===== src/design/sched_pkg.sv =====
package sched_pkg;

    // Sampling window, scaled down for short simulations
    localparam int WINDOW_CYCLES = 64;
    localparam int TIMER_W = $clog2(WINDOW_CYCLES);

    // Wide enough for a window of any practical length
    localparam int COUNT_W = 16;

    // ROB vote needs a count strictly above this
    localparam int ROB_FULL_THRESHOLD = 42;

    // Votes that force a migration on their own
    localparam int MIN_VOTES = 3;

    // One cycle of event strobes from a single core
    typedef struct packed {
        logic mult;
        logic mem_op;
        logic flush;
        logic alu_op;
        logic rob_full;
    } core_events_t;

    // Per-window totals of one core, same field order as the strobes
    typedef struct packed {
        logic [COUNT_W-1:0] mult;
        logic [COUNT_W-1:0] mem_op;
        logic [COUNT_W-1:0] flush;
        logic [COUNT_W-1:0] alu_op;
        logic [COUNT_W-1:0] rob_full;
    } event_counts_t;

    typedef struct packed {
        logic mult_vote;
        logic mem_vote;
        logic flush_vote;
        logic rob_vote;
        logic alu_vote;
    } vote_t;

    typedef enum logic {
        CORE_OOO,
        CORE_PPL
    } core_sel_e;

    typedef enum logic [1:0] {
        ST_RUN,
        ST_DRAIN,
        ST_SWAP
    } ctrl_state_e;

    typedef struct packed {
        core_sel_e target;
    } swap_req_t;

endpackage


===== src/design/perf_event_sampler.sv =====
`timescale 1ns/1ps

module perf_event_sampler (
    input  logic                     clk,
    input  logic                     rst,
    input  sched_pkg::core_events_t  events,
    input  logic                     window_end,
    output sched_pkg::event_counts_t snapshot
);

    sched_pkg::event_counts_t live;
    sched_pkg::event_counts_t total;

    function automatic logic [sched_pkg::COUNT_W-1:0] bump(
        input logic [sched_pkg::COUNT_W-1:0] cnt,
        input logic                          strobe
    );
        logic [sched_pkg::COUNT_W-1:0] inc;
        inc = {{(sched_pkg::COUNT_W-1){1'b0}}, strobe};
        return cnt + inc;
    endfunction

    // Live totals including this cycle's strobes
    always_comb begin
        total.mult     = bump(live.mult, events.mult);
        total.mem_op   = bump(live.mem_op, events.mem_op);
        total.flush    = bump(live.flush, events.flush);
        total.alu_op   = bump(live.alu_op, events.alu_op);
        total.rob_full = bump(live.rob_full, events.rob_full);
    end

    always_ff @(posedge clk) begin
        if (rst) begin
            live     <= '0;
            snapshot <= '0;
        end else if (window_end) begin
            // Last cycle of the window still counts
            snapshot <= total;
            live     <= '0;
        end else begin
            live <= total;
        end
    end

    // At most one event per cycle, so a window can never exceed its length
    a_live_bounded: assert property (
        @(posedge clk) disable iff (rst)
        (live.mult     <= sched_pkg::COUNT_W'(sched_pkg::WINDOW_CYCLES)) &&
        (live.mem_op   <= sched_pkg::COUNT_W'(sched_pkg::WINDOW_CYCLES)) &&
        (live.flush    <= sched_pkg::COUNT_W'(sched_pkg::WINDOW_CYCLES)) &&
        (live.alu_op   <= sched_pkg::COUNT_W'(sched_pkg::WINDOW_CYCLES)) &&
        (live.rob_full <= sched_pkg::COUNT_W'(sched_pkg::WINDOW_CYCLES))
    ) else $error("perf_event_sampler: live count above window length");

endmodule


===== src/design/migration_vote.sv =====
`timescale 1ns/1ps

module migration_vote (
    input  sched_pkg::event_counts_t ooo_snapshot,
    input  sched_pkg::event_counts_t ppl_snapshot,
    output sched_pkg::vote_t         votes,
    output logic                     migrate
);

    localparam logic [sched_pkg::COUNT_W-1:0] ROB_LIMIT =
        sched_pkg::COUNT_W'(sched_pkg::ROB_FULL_THRESHOLD);
    localparam logic [2:0] VOTE_LIMIT = 3'(sched_pkg::MIN_VOTES);

    logic [2:0] vote_count;
    logic       majority;
    logic       rob_alu_pair;

    // Each vote leans toward leaving the ooo core
    always_comb begin
        votes.mult_vote  = ooo_snapshot.mult < ppl_snapshot.mult;
        votes.mem_vote   = ooo_snapshot.mem_op > ppl_snapshot.mem_op;
        votes.flush_vote = ooo_snapshot.flush > ppl_snapshot.flush;
        votes.rob_vote   = ooo_snapshot.rob_full > ROB_LIMIT;
        votes.alu_vote   = ooo_snapshot.alu_op < ppl_snapshot.alu_op;
    end

    always_comb begin
        vote_count = 3'd0;
        vote_count = vote_count + {2'b00, votes.mult_vote};
        vote_count = vote_count + {2'b00, votes.mem_vote};
        vote_count = vote_count + {2'b00, votes.flush_vote};
        vote_count = vote_count + {2'b00, votes.rob_vote};
        vote_count = vote_count + {2'b00, votes.alu_vote};
    end

    assign majority = vote_count >= VOTE_LIMIT;

    // Saturated ROB with little ALU work is enough on its own
    assign rob_alu_pair = votes.rob_vote && votes.alu_vote;

    assign migrate = majority || rob_alu_pair;

endmodule


===== src/design/migration_controller.sv =====
`timescale 1ns/1ps

module migration_controller (
    input  logic                  clk,
    input  logic                  rst,
    input  logic                  migrate,
    input  logic                  rob_empty,
    input  logic                  swap_ready,
    output logic                  window_end,
    output logic                  draining,
    output logic                  swap_valid,
    output sched_pkg::swap_req_t  swap_req,
    output sched_pkg::core_sel_e  active_core
);

    localparam logic [sched_pkg::TIMER_W-1:0] LAST_CYCLE =
        sched_pkg::TIMER_W'(sched_pkg::WINDOW_CYCLES - 1);

    logic [sched_pkg::TIMER_W-1:0] timer;
    logic                          decide;
    sched_pkg::ctrl_state_e        state;
    sched_pkg::ctrl_state_e        state_next;

    // Window timer
    always_ff @(posedge clk) begin
        if (rst) begin
            timer <= '0;
        end else if (window_end) begin
            timer <= '0;
        end else begin
            timer <= timer + 1'b1;
        end
    end

    assign window_end = timer == LAST_CYCLE;

    // Snapshot and vote are valid one cycle after window end
    always_ff @(posedge clk) begin
        if (rst) begin
            decide <= 1'b0;
        end else begin
            decide <= window_end;
        end
    end

    always_comb begin
        state_next = state;
        unique case (state)
            sched_pkg::ST_RUN: begin
                // Decisions taken during a drain or swap are dropped
                if (decide && migrate) begin
                    state_next = sched_pkg::ST_DRAIN;
                end
            end
            sched_pkg::ST_DRAIN: begin
                if (rob_empty) begin
                    state_next = sched_pkg::ST_SWAP;
                end
            end
            sched_pkg::ST_SWAP: begin
                if (swap_ready) begin
                    state_next = sched_pkg::ST_RUN;
                end
            end
            default: state_next = sched_pkg::ST_RUN;
        endcase
    end

    always_ff @(posedge clk) begin
        if (rst) begin
            state       <= sched_pkg::ST_RUN;
            active_core <= sched_pkg::CORE_OOO;
        end else begin
            state <= state_next;
            if (swap_valid && swap_ready) begin
                active_core <= (active_core == sched_pkg::CORE_OOO) ?
                               sched_pkg::CORE_PPL : sched_pkg::CORE_OOO;
            end
        end
    end

    assign draining   = state == sched_pkg::ST_DRAIN;
    assign swap_valid = state == sched_pkg::ST_SWAP;

    // Target is always the idle core, so it only moves at the transfer
    assign swap_req.target = (active_core == sched_pkg::CORE_OOO) ?
                             sched_pkg::CORE_PPL : sched_pkg::CORE_OOO;

    a_swap_hold: assert property (
        @(posedge clk) disable iff (rst)
        (swap_valid && !swap_ready) |=> (swap_valid && $stable(swap_req))
    ) else $error("migration_controller: swap request dropped or changed before ready");

    // A swap request only follows a drain that saw an empty ROB
    a_swap_after_drain: assert property (
        @(posedge clk) disable iff (rst)
        $rose(swap_valid) |-> $past(draining && rob_empty)
    ) else $error("migration_controller: swap_valid rose without a drained ROB");

endmodule


===== src/design/hybrid_scheduler.sv =====
`timescale 1ns/1ps

module hybrid_scheduler (
    input  logic                    clk,
    input  logic                    rst,

    // Per-cycle event strobes from both cores
    input  sched_pkg::core_events_t ooo_events,
    input  sched_pkg::core_events_t ppl_events,

    input  logic                    rob_empty,
    input  logic                    swap_ready,

    // Swap request to the core-switch logic
    output logic                    swap_valid,
    output sched_pkg::swap_req_t    swap_req,
    output sched_pkg::core_sel_e    active_core,
    output logic                    draining,

    // Exported for observation only
    output sched_pkg::vote_t        votes
);

    logic                     window_end;
    logic                     migrate;
    sched_pkg::event_counts_t ooo_snapshot;
    sched_pkg::event_counts_t ppl_snapshot;

    perf_event_sampler i_ooo_sampler (
        .clk        (clk),
        .rst        (rst),
        .events     (ooo_events),
        .window_end (window_end),
        .snapshot   (ooo_snapshot)
    );

    perf_event_sampler i_ppl_sampler (
        .clk        (clk),
        .rst        (rst),
        .events     (ppl_events),
        .window_end (window_end),
        .snapshot   (ppl_snapshot)
    );

    migration_vote i_vote (
        .ooo_snapshot (ooo_snapshot),
        .ppl_snapshot (ppl_snapshot),
        .votes        (votes),
        .migrate      (migrate)
    );

    migration_controller i_ctrl (
        .clk         (clk),
        .rst         (rst),
        .migrate     (migrate),
        .rob_empty   (rob_empty),
        .swap_ready  (swap_ready),
        .window_end  (window_end),
        .draining    (draining),
        .swap_valid  (swap_valid),
        .swap_req    (swap_req),
        .active_core (active_core)
    );

endmodule


===== config.mk =====
export PLATFORM = sky130hd
export DESIGN_NAME = hybrid_scheduler
export DESIGN_NICKNAME = d
export VERILOG_FILES = /design/src/design/sched_pkg.sv /design/src/design/perf_event_sampler.sv /design/src/design/migration_vote.sv /design/src/design/migration_controller.sv /design/src/design/hybrid_scheduler.sv
export SDC_FILE = /design/constraint.sdc
export NUM_CORES = 1
export LEC_CHECK = 0
export ABC_AREA = 1
export BUFFER_PORTS_ARGS = -buffer_cell sky130_fd_sc_hd__buf_2
export CORE_MARGIN = 2
export CORE_UTILIZATION = 25
export CTS_CLUSTER_DIAMETER = 200
export CTS_CLUSTER_SIZE = 8
export DETAILED_ROUTE_END_ITERATION = 8
export REMOVE_ABC_BUFFERS = 1
export SETUP_SLACK_MARGIN = 0.05
export SYNTH_ARGS = -nofsm -noshare
export SYNTH_HDL_FRONTEND = slang
export SYNTH_HIERARCHICAL = 1
export SYNTH_SLANG_ARGS = --single-unit

===== constraint.sdc =====
create_clock -name clk -period 2.8 [get_ports clk]
set_input_delay 0.42 -clock clk [delete_from_list [all_inputs] [get_ports clk]]
set_output_delay 0.42 -clock clk [all_outputs]
set_load 0.01 [all_outputs]

==> reports/metrics.yaml <==
clock_tree:
  cts_hold_buf: 0
  cts_root_buf: "clkbuf_16"
  cts_sinks: 298
  clock_latency_ps: 540
  cts_made_buffers: 43
  clockBufferDepth: 3
  clk_pin_slew_worst_paths_ps: 50
  tritoncts: "built"
  htree_levels: 2
floorplanning:
  start_util: 0.252
  core_um2: 54800
  rows: 86
  io_pins: 23
  die_area_um2: 57000
  die_w_um: 239
  die_h_um: 239
synth:
  synth.avg_cell_area_um2: 7.46
  synthCells: 1849
  synth_area_um2: 13800
  synth_warnings: 6
timing:
  fmax_mhz: 359
  worst_slew_pin_slew_ps: 971
  slew_headroom: 0.352
  hold_viol_final: 0
  rsz0062_at_grt: "true"
  slew_viol_final: 0
  finalWorstSetupSlack_ps: 13.3
  fin_crit_sh: 0.995
  setup_viol: 0
  skew_ps: 26.2
  period_minus_slack_ps: 2790
drt:
  dr.first_iter.drc_count: 555
  wl_mm: 29.5
  viasPerCell: 4.34
  firstDrtPassIters: 5
  ant_nets: 0
  via_count: 11300
  wl_per_cell_um: 11.3
  drc_errors: 0
final_layout:
  area_growth_pct: 18.2
  nets: 1997
  drive_above_1_share: 0.131
  num_antenna_cells: 0
  utilization: 0.297
  final_cells: 2599
global_route:
  met3_usage: 0.0194
  grt_max_degree: 65
  use_met2: 0.174
  grt-busiest-layer: "met2"
  grtUsageTotal: 0.106
  antenna_found_initial: 0
  grt_overflow: 0
  grt_pass1_wl_mm: 50.8
  grt_pass1_vias: 11300
  grt_use_met1: 0.139
power:
  power_frac_seq: 0.481
  powerDensity_nw_per_um2: 549
  pwr-share-clk: 0.498
  power_switching_mw: 1.91
  leakagePower_nw: 6.31
  max-vdd-ir-drop_mv: 0.416
  p_sw_frac: 0.214
  intPower_mw: 7.04
  pwr-share-comb: 0.021
critical_path:
  rrSetupSlack_ps: 10
  cp_max_fo: 2
  worstSetupPathType: "register to register"
  reg2reg_depth: 16
  cp-end-kind: "register"
  critPathLaunchType: "register"
  arrival_ps: 3250
  r2r-start: "i_ppl_sampler/snapshot[55]$_SDFFE_PP0P_"
  r2r_end: "i_ctrl/state[0]$_SDFFE_PP0P_"
  cp.required_ps: 3260
min_path:
  hold_path.class: "input pin to register"
  hold_path_end: "i_ctrl/state[1]$_SDFFE_PP0P_"
  min_path_cells: 3
  hold_start: "rob_empty"
placed_design:
  hpwl_mm: 20.4
  io_buffer_count: 21
  place_ws_ps: -288
  dp_cells: 2551
  gp_congestion: 0.800
run:
  drv_cap: 0
outcome:
  status: "completed"
[power groups by stage]
stage | sequential (mW) | clock (mW) | combinational (mW)
detailed placement | 4.39 | 0 | 0.194
global route | 4.30 | 4.78 | 0.219
CTS | 4.30 | 4.59 | 0.196
floorplan | 4.38 | 0 | 0.119
finish | 4.30 | 4.45 | 0.191
global placement | 4.38 | 0 | 0.189
[worst max-delay path: stages (launching register included)]
cell and delay [ps]:
dfxtp_2 330, inv_2 40, ha_4 270, nand2_4 50, nor2_4 100, nand4_1 150, nor2_2 180, a21oi_4 60
fa_1 520, inv_2 40, fa_2 320, inv_2 90, ha_4 130, inv_2 40, o31ai_4 170, nand4_1 120
a21oi_1 120
[metal layers]
metal	routed length, um	share of wire	vias to the layer above
met5	0	0	-
met4	553	0.019	0
met3	1110	0.038	38
met2	13200	0.45	152
met1	14600	0.50	5183
li1	-	-	5915
[cell type report]
cell class | instances | area (um^2)
fillers | 5800 | 38500
inverters | 193 | 724
well taps | 704 | 881
clock buffers | 43 | 1080
multi-input cells | 1311 | 7260
repair buffers | 46 | 318
flip-flops and latches | 298 | 6000
clock inverters | 4 | 35.0
[placed cells by master, fill, tap and decap left out, drive strengths merged]
cell type	instances
a21o	3
a21oi	53
buf	46
clkbuf	43
clkinv	1
dfxtp	298
fa	2
ha	88
inv	196
nand2	558
nand3	95
nand3b	3
nand4	33
nor2	271
nor3	5
nor4	2
o211ai	1
o21ai	95
o21bai	31
o31ai	1
or2	1
xnor2	30
xor2	39
[flip-flops by register name, summed over array words and instances, names as in the netlist]
register / flops
i_ctrl/state: 2
i_ppl_sampler/snapshot: 64
i_ooo_sampler/live: 80
i_ppl_sampler/live: 64
i_ctrl/active_core: 1
i_ctrl/decide: 1
i_ooo_sampler/snapshot: 80
i_ctrl/timer: 6
[how the worst max path moves through the flow]
stage                                                  from                           endpoint  depth (start not counted)
detailed placement  i_ppl_sampler/snapshot[55]$_SDFFE_PP0P_       i_ctrl/state[0]$_SDFFE_PP0P_                         17
global placement    i_ppl_sampler/snapshot[55]$_SDFFE_PP0P_       i_ctrl/state[0]$_SDFFE_PP0P_                         17
CTS                 i_ppl_sampler/snapshot[21]$_SDFFE_PP0P_       i_ctrl/state[0]$_SDFFE_PP0P_                         17
floorplan                        i_ctrl/timer[0]$_SDFF_PP0_  i_ooo_sampler/live[13]$_SDFF_PP0_                          6
finish              i_ppl_sampler/snapshot[55]$_SDFFE_PP0P_       i_ctrl/state[0]$_SDFFE_PP0P_                         16
global route        i_ppl_sampler/snapshot[60]$_SDFFE_PP0P_       i_ctrl/state[0]$_SDFFE_PP0P_                         17
[what timing repair did]
| item | CTS | global route |
|---|---|---|
| resized for setup | 34 | 60 |
| buffers inserted | 1 | 1 |
| endpoints found under the setup margin | 1 | 2 |
| pin swaps | 18 | 32 |
[stage by stage]
| stage | TNS (ps) | hold WS, ps | power (mW) | area (um^2) |
|---|---|---|---|---|
| final | 0 | 161 | 8.95 | 16300 |
| after CTS | -108 | 136 | 9.09 | 16000 |
| after detailed placement | -288 | 441 | 4.58 | 14800 |
| after global routing | -141 | 144 | 9.30 | 16300 |
| after global placement | -257 | 437 | 4.57 | 14800 |
| after floorplan | -60530 | 426 | 4.50 | 13600 |
Power figures use the tool's default switching activity.
